$ cat config.mk
export PLATFORM = sky130hd
export DESIGN_NAME = adc_top
export DESIGN_NICKNAME = d
export VERILOG_FILES = /design/src/common/adc_pkg.sv /design/src/adc_ctrl/adc_seq.sv /design/src/adc_ctrl/adc_serial.sv /design/src/verilog/adc_top.sv /design/src/verilog/sample_avg.sv
export SDC_FILE = /design/constraint.sdc
export NUM_CORES = 1
export LEC_CHECK = 0
export BUFFER_PORTS_ARGS = -buffer_cell sky130_fd_sc_hd__buf_2
export CAP_MARGIN = 20
export CORE_UTILIZATION = 37
export CTS_BUF_LIST = sky130_fd_sc_hd__clkbuf_8
export DETAILED_ROUTE_END_ITERATION = 16
export SLEW_MARGIN = 20
export SYNTH_ARGS = -nofsm -noshare
export SYNTH_HDL_FRONTEND = slang
export SYNTH_SLANG_ARGS = --single-unit
export TNS_END_PERCENT = 10
$ cat constraint.sdc
create_clock -name clk_sys -period 3.13 [get_ports clk_sys]
set_input_delay 0.626 -clock clk_sys [delete_from_list [all_inputs] [get_ports clk_sys]]
set_output_delay 0.626 -clock clk_sys [all_outputs]
set_load 0.01 [all_outputs]
$ cat src/common/adc_pkg.sv
// adc controller package with serial command types, the sample type and converter settings
package adc_pkg;

	// --------------------------------------------------
	// serial interface
	// --------------------------------------------------

	// clock count field wide enough for 32 clocks
	localparam int NBITS_W = 6;

	// payload width of a write command
	localparam int CMD_DATA_W = 24;

	typedef enum logic [1:0] {
		OP_RESET = 2'd0,
		OP_WRITE = 2'd1,
		OP_READ  = 2'd2
	} ser_op_t;

	// one bus operation with the write data in the top bits
	typedef struct packed {
		ser_op_t               op;
		logic [NBITS_W-1:0]    nbits;
		logic [CMD_DATA_W-1:0] wdata;
	} ser_cmd_t;

	// --------------------------------------------------
	// sample data
	// --------------------------------------------------

	localparam int SAMPLE_W = 24;

	typedef struct packed {
		logic [SAMPLE_W-1:0] data;
	} sample_t;

	// --------------------------------------------------
	// converter setup
	// --------------------------------------------------

	// comm byte so the next access writes the configuration register
	localparam logic [7:0] CFG_COMM_WR_CFG = 8'h10;

	// configuration register value
	localparam logic [23:0] CFG_WORD = 24'h000110;

	// comm byte so the next access reads the configuration register
	localparam logic [7:0] CFG_COMM_RD_CFG = 8'h50;

	// comm byte that enters continuous read of the data register
	localparam logic [7:0] CFG_COMM_CONT_RD = 8'h5C;

endpackage

$ cat src/adc_ctrl/adc_seq.sv
// adc sequencer for the settling wait, converter reset, setup writes and periodic sample reads
module adc_seq
	import adc_pkg::*;
#(
	parameter int INIT_CYCLES   = 1048575,
	parameter int RESET_BITS    = 32,
	parameter int SAMPLE_PERIOD = 50000
)(
	input  logic     clk_sys,
	input  logic     rst_n,
	input  logic     cmd_busy,
	input  logic     cmd_done,
	input  sample_t  rsp,
	output ser_cmd_t cmd,
	output logic     cmd_start,
	output logic     cfg_done,
	output sample_t  cfg_readback,
	output logic     ad_vld,
	output sample_t  ad_data
);

	localparam int INIT_W   = $clog2(INIT_CYCLES + 1);
	localparam int PERIOD_W = $clog2(SAMPLE_PERIOD + 1);

	typedef enum logic [3:0] {
		S_INIT,
		S_RESET,
		S_WR_COMM,
		S_WR_CFG,
		S_WR_RDCMD,
		S_RD_CFG,
		S_WR_CONT,
		S_WAIT,
		S_SAMPLE
	} seq_state_t;

	seq_state_t state;
	logic [INIT_W-1:0] init_cnt;
	logic [PERIOD_W-1:0] period_cnt;
	logic init_fire;
	logic period_fire;
	logic cmd_end;

	function automatic ser_cmd_t make_cmd(ser_op_t op, logic [NBITS_W-1:0] nbits,
		logic [CMD_DATA_W-1:0] wdata);
		ser_cmd_t c;
		c.op    = op;
		c.nbits = nbits;
		c.wdata = wdata;
		return c;
	endfunction

	// --------------------------------------------------
	// counters
	// --------------------------------------------------

	assign init_fire   = (init_cnt == INIT_W'(INIT_CYCLES - 1));
	assign period_fire = (period_cnt == PERIOD_W'(SAMPLE_PERIOD - 1));

	always_ff @(posedge clk_sys or negedge rst_n)
	begin
		if (!rst_n)
			init_cnt <= '0;
		else if (state == S_INIT && !init_fire)
			init_cnt <= init_cnt + 1'b1;
		else
			init_cnt <= '0;
	end

	// keeps running through the read so starts stay evenly spaced
	always_ff @(posedge clk_sys or negedge rst_n)
	begin
		if (!rst_n)
			period_cnt <= '0;
		else if ((state != S_WAIT && state != S_SAMPLE) || period_fire)
			period_cnt <= '0;
		else
			period_cnt <= period_cnt + 1'b1;
	end

	// --------------------------------------------------
	// main fsm
	// --------------------------------------------------

	// only act on a finished command once the engine is free again
	assign cmd_end = cmd_done && !cmd_busy;

	always_ff @(posedge clk_sys or negedge rst_n)
	begin
		if (!rst_n)
		begin
			state     <= S_INIT;
			cmd_start <= 1'b0;
			cfg_done  <= 1'b0;
			ad_vld    <= 1'b0;
		end
		else
		begin
			cmd_start <= 1'b0;
			cfg_done  <= 1'b0;
			ad_vld    <= 1'b0;
			case (state)
				S_INIT:
					if (init_fire)
					begin
						state     <= S_RESET;
						cmd_start <= 1'b1;
					end
				S_RESET:
					if (cmd_end)
					begin
						state     <= S_WR_COMM;
						cmd_start <= 1'b1;
					end
				S_WR_COMM:
					if (cmd_end)
					begin
						state     <= S_WR_CFG;
						cmd_start <= 1'b1;
					end
				S_WR_CFG:
					if (cmd_end)
					begin
						state     <= S_WR_RDCMD;
						cmd_start <= 1'b1;
					end
				S_WR_RDCMD:
					if (cmd_end)
					begin
						state     <= S_RD_CFG;
						cmd_start <= 1'b1;
					end
				S_RD_CFG:
					if (cmd_end)
					begin
						state     <= S_WR_CONT;
						cmd_start <= 1'b1;
						cfg_done  <= 1'b1;
					end
				S_WR_CONT:
					if (cmd_end)
						state <= S_WAIT;
				S_WAIT:
					if (period_fire)
					begin
						state     <= S_SAMPLE;
						cmd_start <= 1'b1;
					end
				S_SAMPLE:
					if (cmd_end)
					begin
						state  <= S_WAIT;
						ad_vld <= 1'b1;
					end
				default:
					state <= S_INIT;
			endcase
		end
	end

	// command follows the state and is latched by the engine on cmd_start
	always_comb
	begin
		case (state)
			S_RESET:    cmd = make_cmd(OP_RESET, NBITS_W'(RESET_BITS), '0);
			S_WR_COMM:  cmd = make_cmd(OP_WRITE, 6'd8, {CFG_COMM_WR_CFG, 16'h0});
			S_WR_CFG:   cmd = make_cmd(OP_WRITE, 6'd24, CFG_WORD);
			S_WR_RDCMD: cmd = make_cmd(OP_WRITE, 6'd8, {CFG_COMM_RD_CFG, 16'h0});
			S_WR_CONT:  cmd = make_cmd(OP_WRITE, 6'd8, {CFG_COMM_CONT_RD, 16'h0});
			default:    cmd = make_cmd(OP_READ, NBITS_W'(SAMPLE_W), '0);
		endcase
	end

	// response capture
	always_ff @(posedge clk_sys)
	begin
		if (state == S_RD_CFG && cmd_end)
			cfg_readback <= rsp;
		if (state == S_SAMPLE && cmd_end)
			ad_data <= rsp;
	end

endmodule

$ cat src/adc_ctrl/adc_serial.sv
// adc serial engine that syncs the bus clock, gates it toward the adc and shifts bits both ways
module adc_serial
	import adc_pkg::*;
(
	input  logic     clk_sys,
	input  logic     rst_n,
	input  logic     ad_clk_in,
	input  logic     ad_din,
	input  ser_cmd_t cmd,
	input  logic     cmd_start,
	output logic     ad_clk,
	output logic     ad_cfg,
	output logic     cmd_busy,
	output logic     cmd_done,
	output sample_t  rsp
);

	typedef enum logic [1:0] {
		E_IDLE,
		E_ARM,
		E_SHIFT
	} eng_state_t;

	eng_state_t state;
	logic [2:0] clk_sync;
	logic clk_rise;
	logic clk_fall;
	logic clk_en;
	ser_op_t op;
	logic [NBITS_W-1:0] nbits;
	logic [NBITS_W-1:0] bit_cnt;
	logic [CMD_DATA_W-1:0] shreg;
	logic last_bit;

	// --------------------------------------------------
	// clock sync and edge detect
	// --------------------------------------------------

	always_ff @(posedge clk_sys or negedge rst_n)
	begin
		if (!rst_n)
			clk_sync <= 3'b000;
		else
			clk_sync <= {clk_sync[1:0], ad_clk_in};
	end

	assign clk_rise = clk_sync[1] && !clk_sync[2];
	assign clk_fall = !clk_sync[1] && clk_sync[2];

	// held high unless enabled
	assign ad_clk = ad_clk_in | ~clk_en;

	assign last_bit = (bit_cnt == nbits - 1'b1);

	// --------------------------------------------------
	// control
	// --------------------------------------------------

	// enable only toggles on a rise event while ad_clk_in is still high
	always_ff @(posedge clk_sys or negedge rst_n)
	begin
		if (!rst_n)
		begin
			state    <= E_IDLE;
			clk_en   <= 1'b0;
			ad_cfg   <= 1'b0;
			cmd_busy <= 1'b0;
			cmd_done <= 1'b0;
			bit_cnt  <= '0;
		end
		else
		begin
			cmd_done <= 1'b0;
			case (state)
				E_IDLE:
					if (cmd_start)
					begin
						state    <= E_ARM;
						cmd_busy <= 1'b1;
						bit_cnt  <= '0;
					end
				E_ARM:
					if (clk_rise)
					begin
						state  <= E_SHIFT;
						clk_en <= 1'b1;
					end
				E_SHIFT:
				begin
					// new bit after each falling edge and a steady high line for reset
					if (clk_fall)
						ad_cfg <= (op == OP_RESET) | shreg[CMD_DATA_W-1];
					if (clk_rise)
					begin
						bit_cnt <= bit_cnt + 1'b1;
						if (last_bit)
						begin
							state    <= E_IDLE;
							clk_en   <= 1'b0;
							ad_cfg   <= 1'b0;
							cmd_busy <= 1'b0;
							cmd_done <= 1'b1;
						end
					end
				end
				default:
					state <= E_IDLE;
			endcase
		end
	end

	// --------------------------------------------------
	// data path
	// --------------------------------------------------

	always_ff @(posedge clk_sys)
	begin
		if (state == E_IDLE && cmd_start)
		begin
			op    <= cmd.op;
			nbits <= cmd.nbits;
			shreg <= (cmd.op == OP_WRITE) ? cmd.wdata : '0;
			rsp   <= '0;
		end
		else if (state == E_SHIFT)
		begin
			if (clk_fall)
				shreg <= {shreg[CMD_DATA_W-2:0], 1'b0};
			// adc drives din after the falling edge so it is stable at the rise
			if (clk_rise && op == OP_READ)
				rsp.data <= {rsp.data[SAMPLE_W-2:0], ad_din};
		end
	end

endmodule

$ cat src/verilog/adc_top.sv
// adc controller top with the sequencer, serial engine and sample averager
module adc_top
	import adc_pkg::*;
#(
	parameter int INIT_CYCLES   = 1048575,
	parameter int RESET_BITS    = 32,
	parameter int SAMPLE_PERIOD = 50000,
	parameter int AVG_LOG2      = 2
)(
	input  logic    clk_sys,
	input  logic    rst_n,
	input  logic    ad_clk_in,
	input  logic    ad_din,
	output logic    ad_clk,
	output logic    ad_cfg,
	output logic    ad_vld,
	output sample_t ad_data,
	output logic    cfg_done,
	output sample_t cfg_readback,
	output logic    avg_vld,
	output sample_t avg_data
);

	ser_cmd_t cmd;
	logic cmd_start;
	logic cmd_busy;
	logic cmd_done;
	sample_t rsp;

	adc_seq #(
		.INIT_CYCLES   (INIT_CYCLES),
		.RESET_BITS    (RESET_BITS),
		.SAMPLE_PERIOD (SAMPLE_PERIOD)
	) seq0 (
		.clk_sys      (clk_sys),
		.rst_n        (rst_n),
		.cmd_busy     (cmd_busy),
		.cmd_done     (cmd_done),
		.rsp          (rsp),
		.cmd          (cmd),
		.cmd_start    (cmd_start),
		.cfg_done     (cfg_done),
		.cfg_readback (cfg_readback),
		.ad_vld       (ad_vld),
		.ad_data      (ad_data)
	);

	adc_serial ser0 (
		.clk_sys   (clk_sys),
		.rst_n     (rst_n),
		.ad_clk_in (ad_clk_in),
		.ad_din    (ad_din),
		.cmd       (cmd),
		.cmd_start (cmd_start),
		.ad_clk    (ad_clk),
		.ad_cfg    (ad_cfg),
		.cmd_busy  (cmd_busy),
		.cmd_done  (cmd_done),
		.rsp       (rsp)
	);

	sample_avg #(
		.AVG_LOG2 (AVG_LOG2)
	) avg0 (
		.clk_sys  (clk_sys),
		.rst_n    (rst_n),
		.in_vld   (ad_vld),
		.in_data  (ad_data),
		.avg_vld  (avg_vld),
		.avg_data (avg_data)
	);

endmodule

$ cat src/verilog/sample_avg.sv
// block averager giving the mean of each group of 2^AVG_LOG2 unsigned samples
module sample_avg
	import adc_pkg::*;
#(
	parameter int AVG_LOG2 = 2
)(
	input  logic    clk_sys,
	input  logic    rst_n,
	input  logic    in_vld,
	input  sample_t in_data,
	output logic    avg_vld,
	output sample_t avg_data
);

	localparam int ACC_W = SAMPLE_W + AVG_LOG2;

	logic [ACC_W-1:0] acc;
	logic [ACC_W-1:0] sum;
	logic [AVG_LOG2-1:0] cnt;
	logic block_end;

	// sum can not overflow with the extra AVG_LOG2 bits
	assign sum       = acc + ACC_W'(in_data.data);
	assign block_end = in_vld && (&cnt);

	always_ff @(posedge clk_sys or negedge rst_n)
	begin
		if (!rst_n)
		begin
			acc     <= '0;
			cnt     <= '0;
			avg_vld <= 1'b0;
		end
		else
		begin
			avg_vld <= block_end;
			if (in_vld)
			begin
				cnt <= cnt + 1'b1;
				acc <= block_end ? '0 : sum;
			end
		end
	end

	// divide by the block length
	always_ff @(posedge clk_sys)
	begin
		if (block_end)
			avg_data.data <= sum[ACC_W-1:AVG_LOG2];
	end

endmodule
==> results of run 1 <==
final timing paths:
| check | startpoint | to | slack (ns) | depth (start not counted) |
|---|---|---|---|---|
| worst min register to register | ser0.clk_sync[0] | ser0.clk_sync[1] | 0.35 | 0 |
| min in group clk_sys | ad_clk_in | ser0.clk_sync[0] | 0.23 | 1 |
| worst min-delay path | rst_n | avg0.acc[9] | 0.08 | 1 |
| worst max register to register | seq0.ad_data[0] | avg0.acc[18] | 0.38 | 9 |
| max in group asynchronous | rst_n | avg0.acc[14] | 2.40 | 2 |
| worst max-delay path | seq0.ad_data[0] | avg0.acc[18] | 0.38 | 9 |
per-stage QoR:
step	std cells	hold WS [ns]	util [%]	setup WS, ns
after floorplan	797	0.3304	-	0.1688
after global placement	1186	0.3363	40.92	0.5105
after detailed placement	1186	0.3371	40.92	0.4226
after CTS	1253	0.06634	43.97	0.4138
after global routing	1253	0.08006	43.97	0.1585
final	1253	0.07850	43.97	0.3766
sequential cells by signal, indices dropped and copies added, names as in the netlist, 6 cells and up:
name and flops:
seq0.cfg_readback 24, avg0.avg_data 24, seq0.init_cnt 20, avg0.acc 26, seq0.ad_data 24, ser0.shreg 20
ser0.rsp 24, seq0.period_cnt 16, ser0.bit_cnt 6
report_power, final:
| group | leakage, nW | switching (mW) | internal, mW |
|---|---|---|---|
| Clock | 0.422 | 1.09 | 1.38 |
| Combinational | 1.96 | 0.0259 | 0.00575 |
| Sequential | 2.38 | 0.000835 | 2.84 |
logic make-up after synthesis:
group / after synthesis / share of synthesized area [%]
xor+xnor: 65 / 6.245
mux: 4 / 0.4666
simple gates: 286 / 14.66
flops: 208 / 61.10
fa+ha+maj: 31 / 4.337
buf+inv: 50 / 2.319
compound gates: 153 / 10.87
final cells by class:
| type | instances | area share [%] |
|---|---|---|
| Multi-Input combinational cell | 539 | 31.37 |
| Clock inverter | 26 | 1.643 |
| Tap cell | 324 | 3.802 |
| Sequential cell | 208 | 52.24 |
| Clock buffer | 41 | 5.292 |
| Timing Repair Buffer | 95 | 4.952 |
| Inverter | 20 | 0.7041 |
metal layers:
metal	up-vias	routed length [um]
met1	2941	8874
met3	35	920
met5	-	0
met2	132	8541
met4	0	463
li1	3047	-
cells in the final DEF, fill, tap and decap left out, types with 4 or more instances in the layout:
master	n
ha_1	30
buf_2	79
nor2b_1	6
or3_1	4
a211oi_1	4
inv_1	33
o21bai_1	4
nor3_1	13
o21ai_0	30
nor2_1	73
xnor2_1	32
dfrtp_1	87
a21oi_1	59
clkbuf_8	41
a22o_1	23
edfxtp_1	97
dfxtp_1	24
nand3_1	20
and2_1	18
buf_4	15
xor2_1	33
a21o_1	9
nand4_1	13
nand2_1	104
clkinv_2	5
and3_1	10
==> flow_summary.ini, run 1 <==
[floorplan]
floorplan.initialDensity_pct = 37.60
coreArea_mm2 = 0.02425
floorplan.die.height_um = 159.0
ios = 81
die_area_mm2 = 0.02527
die_width_um = 159.0
fp-row-count = 57

[drt]
ant_nets = 0
dr.first_iter.drc_count = 400
wl_per_cell_um = 15.00
dr.pass1.iters = 4
post_drt_via_cell_ratio = 4.912
drc = 0
num_vias = 6155
detail_route.wirelength_um = 18800

[final_layout]
post_route_cells_drive_above_1_share_pct = 17.55
layout-area-overhead-vs-synth_pct = 16.96
multi_input_comb_area_mm2 = 0.003344
num_antenna_cells = 0
finalInstanceArea_mm2 = 0.01066
filler_cell_count = 2308
ff_latch_area_mm2 = 0.005570
num-nets-final = 936

[power]
irDropWorstVdd_mv = 0.4451
powerDensity_mw_per_mm2 = 501.4
p_total_mw = 5.346
total_leakage_power_nw = 4.756

[clocking]
cts.path.max_buffers = 3
cts.clk_slew.worst_paths_ns = 0.06
clock_sink_count = 208
cts-hold-fix-buffers = 0
insertion_delay_ns = 0.53
postCtsSetupRepairBufs = 0
cts-buffers-inserted = 37
cts_htree_levels = 2
post_cts_resized = 0
tritoncts = built
cts.root.buffer_cell = clkbuf_8

[setup_path]
critical_path_peak_fanout = 3
critPathMostFrequentCell = a21oi_1
slowest_stage = fa_1
sort_of_element_at_the_start_of_the_critical_path = register
type_of_element_capturing_the_critical_path = register
timing.critical_path.cells = ha_1 -> fa_1 -> a21oi_1 -> o21ai_0 -> a41oi_1 -> a21oi_1 -> a211oi_1 -> xnor2_1 -> a31o_2
critPathMaxStageDelay_ns = 0.42
criticalPathCategory = register to register
cell_family_with_most_cp_delay = compound AO/OA/AOI/OAI gates
critical_path_arrival_ns = 3.16
worst_ep_required_time_ns = 3.54
timing.critical_path.buf_inv = 0

[yosys]
yosys_most_used_dff = edfxtp_1
synth_seq_area_share_pct = 61.10
syn_nets = 832
syn_area_per_cell_um2 = 11.44
synthTopCellsByCount = nand2_1, edfxtp_1, dfrtp_1
synthTopCellsByArea = edfxtp_1, dfrtp_1, dfxtp_1
proportion_of_netlist_area_held_by_the_largest_area_contributor_pct = 31.95
synthArstFlopShare_pct = 41.83
postSynthCellCount = 797
post_synthesis_register_bit_count = 208
synth_enable_flop_cells = 97
synth-warning-count = 0
syn-cell-area_mm2 = 0.009116
synthMostInstantiatedCell = nand2_1
synth.lib_cells_used.distinct = 63
synth_top_area_cell = edfxtp_1

[timing]
timing_worst_slew_pin_value_ns = 0.7035
maxClockFrequency_ghz = 0.3632
final_report_hold_violation_count = 0
period_share_pct = 87.97
period_needed_ns = 2.753
maxSlewHeadroom_pct = 52.74
setup_tns_ns = 0
grt_setup_unrepaired = false
drv_slew = 0
finalClockSkew_ns = 0.01765
timing.final.setup_violations = 0

[global_route]
track_usage_pct = 15.17
use_met2_pct = 23.70
grt_util_met1_pct = 20.47
number_of_antenna_violations_at_the_first_check_in_global_routing = 0
first_global_vias = 5977
met3_usage_pct = 3.881
grt_busiest_layer = met2
grt_max_degree = 39
grt-ovfl-total = 0
grt_pass1_wl_um = 30880

[worst_hold_path]
hold_path.class = primary input to async pin

[run_status]
outcome = finished clean

[placed_design]
detailed_place.area_mm2 = 0.009923
place_congestion = 0.9007
place.port_buffers = 80
dp_hpwl_um = 12900

[flow_run]
maxCapViolations = 0
Power figures use the tool's default switching activity.
==> run 2: changes to the inputs <==
CORE_ASPECT_RATIO = 1.2   (was not set)
PLACE_DENSITY_LB_ADDON = 0.05   (was not set)
==> flow_summary.ini, run 2 (synthesis results as in run 1) <==
[final_layout]
registers.top_by_ff_count = avg0.acc
largest_register_ff_count = 26
num-nets-final = 936
layout_commonest_cell = nand2_1
layout-area-overhead-vs-synth_pct = 16.92
final_cell_mix = nand2_1, edfxtp_1, dfrtp_1
post_route_cells_drive_above_1_share_pct = 17.51

[global_route]
first_global_vias = 6465
track_usage_pct = 16.43
grt_pass1_wl_um = 33290
grt-ovfl-total = 0
grt_max_degree = 51
number_of_antenna_violations_at_the_first_check_in_global_routing = 1

[floorplan]
ios = 81
die_width_um = 145.3
floorplan.die.height_um = 174.0
floorplan.initialDensity_pct = 37.91
die_area_mm2 = 0.02527
fp-row-count = 62
coreArea_mm2 = 0.02405

[placed_design]
dp_hpwl_um = 14060
place.port_buffers = 80
detailedPlace.worstSlack_ns = 0.4084
place_congestion = 0.8234

[power]
comb_power_share_pct = 0.6
power.net_switching_mw = 1.136
power.share.switching_pct = 21.27
power_frac_seq_pct = 53.2
p_clk_share_pct = 46.2
total_leakage_power_nw = 4.773
irDropWorstVdd_mv = 0.2759
internal-power_mw = 4.205
powerDensity_mw_per_mm2 = 501.1

[timing]
finalClockSkew_ns = 0.01318
maxClockFrequency_ghz = 0.3668
final_report_hold_violation_count = 0
timing_worst_slew_pin_value_ns = 0.6950
setup_slack_ns = 0.4039
setup_tns_ns = 0
period_needed_ns = 2.726
timing.final.setup_violations = 0
drv_slew = 0
period_share_pct = 87.09
maxSlewHeadroom_pct = 53.66
grt_setup_unrepaired = false

[clocking]
cts.path.max_buffers = 3
insertion_delay_ns = 0.52
cts.clk_slew.worst_paths_ns = 0.06
tritoncts = built
clock_sink_count = 208
cts-buffers-inserted = 38
post_cts_resized = 0
cts_htree_levels = 2
cts.root.buffer_cell = clkbuf_8
postCtsSetupRepairBufs = 0
cts-hold-fix-buffers = 0

[drt]
dr.first_iter.drc_count = 302
ant_nets = 0
post_drt_via_cell_ratio = 5.016
wl_per_cell_um = 16.15
dr.pass1.iters = 6
drc = 0
num_vias = 6280
detail_route.wirelength_um = 20220

[setup_path]
timing.critical_path.buf_inv = 0
criticalPathCategory = register to register
worst_ep_required_time_ns = 3.39
critPathMaxStageDelay_ns = 0.52
critical_path_arrival_ns = 2.99
type_of_element_capturing_the_critical_path = register
slowest_stage = or4b_4
sort_of_element_at_the_start_of_the_critical_path = register
critPathMostFrequentCell = o21ai_0
timing.critical_path.cells = ha_1 -> and3_1 -> o21ai_0 -> or4b_4 -> a211oi_2 -> o21ai_0 -> nor2b_4 -> xnor2_1
cell_family_with_most_cp_delay = simple AND/OR/NAND/NOR gates
critical_path_peak_fanout = 5

[run_status]
outcome = finished clean

[flow_run]
maxCapViolations = 0

[worst_hold_path]
hold_path.class = primary input to async pin
-- run 2: changes by cell type in the layout (fill, tap and decap cells not counted), sizes merged --
cell | before | now
inv | 34 | 35
clkinvlp | 3 | 0
buf | 95 | 94
diode | 0 | 1
bufinv | 2 | 0
clkinv | 7 | 8
clkbuf | 41 | 47
-- run 2: area by class of cell --
type | instances | area, um^2
Sequential cell | 208 | 5570
Multi-Input combinational cell | 539 | 3344
Timing Repair Buffer | 94 | 520.5
Tap cell | 320 | 400.4
Fill cell | 2320 | 13390
Clock inverter | 23 | 98.84
Clock buffer | 47 | 646.9
Inverter | 20 | 75.07
Antenna cell | 1 | 2.502
-- run 2: power by group through the flow --
| stage | sequential (mW) | clock (mW) | combinational [mW] |
|---|---|---|---|
| final | 2.84 | 2.47 | 0.0307 |
| after global routing | 2.84 | 2.70 | 0.0364 |
| after CTS | 2.84 | 2.58 | 0.0334 |
| after detailed placement | 2.89 | 0 | 0.0334 |
| after global placement | 2.89 | 0 | 0.0328 |
| after floorplan | 2.89 | 0 | 0.00129 |
-- run 2: worst register-to-register path: stages, from the launching register on --
cell,delay [ns]
edfxtp_1,0.39
ha_1,0.39
and3_1,0.24
o21ai_0,0.13
or4b_4,0.52
a211oi_2,0.30
o21ai_0,0.18
nor2b_4,0.17
xnor2_1,0.14
-- run 2: through the flow --
| stage | std cells | hold WS [ns] | util [%] | cell area (um^2) | power, mW |
|---|---|---|---|---|---|
| 2_1_floorplan | 797 | 0.3304 | - | 9116 | 2.896 |
| 3_3_place_gp | 1181 | 0.3351 | 41.21 | 9911 | 2.927 |
| 3_5_place_dp | 1181 | 0.3405 | 41.21 | 9911 | 2.928 |
| 4_1_cts | 1251 | 0.1430 | 44.31 | 10660 | 5.450 |
| 5_1_grt | 1251 | 0.1741 | 44.31 | 10660 | 5.574 |
| 6_report | 1252 | 0.1349 | 44.32 | 10660 | 5.341 |
-- run 2: worst paths after layout --
path	depth (start not counted)	end	startpoint	slack [ns]
max	8	avg0.avg_data[22]	seq0.ad_data[7]	0.40
min	1	avg0.avg_vld	rst_n	0.13
min in group clk_sys	1	ser0.clk_sync[0]	ad_clk_in	0.23
max reg2reg	8	avg0.avg_data[22]	seq0.ad_data[7]	0.40
max in group asynchronous	2	ser0.clk_sync[1]	rst_n	2.30
min reg2reg	0	ser0.clk_sync[1]	ser0.clk_sync[0]	0.35
-- run 2: per-layer routing --
layer / routed length (um) / up-vias / GRT usage (%)
met3: 999 / 49 / 3.806
li1: - / 3053 / -
met1: 8386 / 3030 / 18.92
met5: 0 / - / 0
met4: 675 / 0 / 7.325
met2: 10160 / 148 / 29.05
==> run 3: changes to the inputs <==
clock period = 2.4 ns   (was 3.13 ns; I/O delays follow)
==> flow_summary.ini, run 3 (synthesis results as in run 1) <==
[global_route]
grt_pass1_wl_um = 33980
track_usage_pct = 16.78
number_of_antenna_violations_at_the_first_check_in_global_routing = 1
grt_max_degree = 88
first_global_vias = 6782
grt-ovfl-total = 0

[clocking]
cts_htree_levels = 2
tritoncts = built
clock_sink_count = 208
cts.clk_slew.worst_paths_ns = 0.06
cts-hold-fix-buffers = 0
insertion_delay_ns = 0.52
cts.path.max_buffers = 3
cts.root.buffer_cell = clkbuf_8
cts-buffers-inserted = 36

[power]
irDropWorstVdd_mv = 0.4060
power.share.switching_pct = 20.43
power.net_switching_mw = 1.414
power_frac_seq_pct = 53.6
comb_power_share_pct = 0.6
p_clk_share_pct = 45.9
powerDensity_mw_per_mm2 = 616.8
internal-power_mw = 5.505
total_leakage_power_nw = 5.073

[timing]
finalClockSkew_ns = 0.03120
final_report_hold_violation_count = 0
hold-worst-slack_ns = 0.01187
timing.final.setup_violations = 4
drv_slew = 0
period_needed_ns = 2.482
setup_slack_ns = -0.08235
period_share_pct = 103.4
grt_setup_unrepaired = true
maxClockFrequency_ghz = 0.4028
timing_worst_slew_pin_value_ns = 0.6356
maxSlewHeadroom_pct = 57.30

[final_layout]
registers.top_by_ff_count = avg0.acc
filler_cell_count = 2301
fin_cells = 1304
layout-area-overhead-vs-synth_pct = 23.03
largest_register_ff_count = 26
final_cell_mix = nand2_1, edfxtp_1, dfrtp_1
post_route_cells_drive_above_1_share_pct = 24.42
num-nets-final = 992
layout_commonest_cell = nand2_1

[setup_path]
critical_path_arrival_ns = 2.75
criticalPathCategory = register to register
critical_path_peak_fanout = 4
worst_ep_required_time_ns = 2.66
sort_of_element_at_the_start_of_the_critical_path = register
type_of_element_capturing_the_critical_path = register

[floorplan]
floorplan.initialDensity_pct = 37.91
floorplan.die.height_um = 174.0
die_width_um = 145.3
die_area_mm2 = 0.02527
fp-row-count = 62
ios = 81
coreArea_mm2 = 0.02405

[flow_run]
maxCapViolations = 0

[worst_hold_path]
hold_path.class = primary input to async pin

[drt]
wl_per_cell_um = 15.72
num_vias = 6500
ant_nets = 0
detail_route.wirelength_um = 20500
dr.first_iter.drc_count = 249
drc = 0
post_drt_via_cell_ratio = 4.985
dr.pass1.iters = 4

[placed_design]
dp_hpwl_um = 14520
place.detailed.instances = 1232
place_congestion = 0.8761
place.port_buffers = 80
detailedPlace.worstSlack_ns = -0.2761

[run_status]
failed_checks = negative setup slack
outcome = finished, violations left
## run 3: cell types whose count changed in the layout (fill, tap and decap cells not counted), sizes merged
cell	delta
bufinv	+1
buf	+58
clkinv	-2
clkbuf	-2
inv	-3
## run 3: area by class of cell
class | count | area, um^2 | area share, %
Clock inverter | 19 | 103.9 | 0.9259
Sequential cell | 208 | 5570 | 49.67
Tap cell | 320 | 400.4 | 3.570
Antenna cell | 1 | 2.502 | 0.02231
Clock buffer | 45 | 619.3 | 5.522
Inverter | 20 | 75.07 | 0.6693
Multi-Input combinational cell | 539 | 3488 | 31.10
Timing Repair Buffer | 152 | 955.9 | 8.523
## run 3: worst max-delay path: stages (launching register included)
cell      delay, ns
edfxtp_1       0.43
ha_4           0.32
a211oi_2       0.07
a21boi_2       0.16
or4b_4         0.54
a211oi_4       0.31
o21ai_2        0.10
nor2b_4        0.15
xnor2_1        0.14
## run 3: path summary, 6_finish.rpt
kind / start / endpoint / slack [ns] / cells past startpoint
setup / recovery: seq0.ad_data[4] / avg0.avg_data[22] / -0.08 / 8
hold / removal: rst_n / avg0.acc[9] / 0.01 / 2
setup reg to reg: seq0.ad_data[4] / avg0.avg_data[22] / -0.08 / 8
hold reg to reg: ser0.clk_sync[0] / ser0.clk_sync[1] / 0.35 / 0
max in group asynchronous: rst_n / seq0.init_cnt[17] / 1.97 / 2
min in group clk_sys: ad_clk_in / ser0.clk_sync[0] / 0.10 / 1
## run 3: power groups by stage
stage               Sequential, mW  Combinational (mW)  Clock, mW
global route                  3.70              0.0484       3.45
global placement              3.77              0.0431          0
CTS                           3.70              0.0448       3.31
floorplan                     3.78             0.00169          0
finish                        3.71              0.0408       3.17
detailed placement            3.77              0.0448          0
## run 3: metrics by stage
stage	cell area [um^2]	power (mW)	utilization, %	TNS [ns]
after detailed placement	10300	3.820	42.83	-2.550
after global routing	11210	7.198	46.63	-1.169
final	11220	6.918	46.64	-0.2471
after global placement	10300	3.818	42.83	-1.717
after floorplan	9121	3.777	-	-0.03307
after CTS	11150	7.061	46.38	-0.5408
## run 3: layer usage
metal	up-vias	routed length (um)	global-route usage [%]
li1	3148	-	-
met1	3162	8338	18.86
met2	137	10400	30.03
met3	53	971	3.675
met4	0	790	8.202
met5	-	0	0
## run 3: what timing repair did
action                                  4_1_cts  5_1_grt
resized for setup                            18       11
endpoints found under the setup margin       18       24
pin swaps                                    10        8
buffers inserted                              6        1
endpoints found under the hold margin         0        0
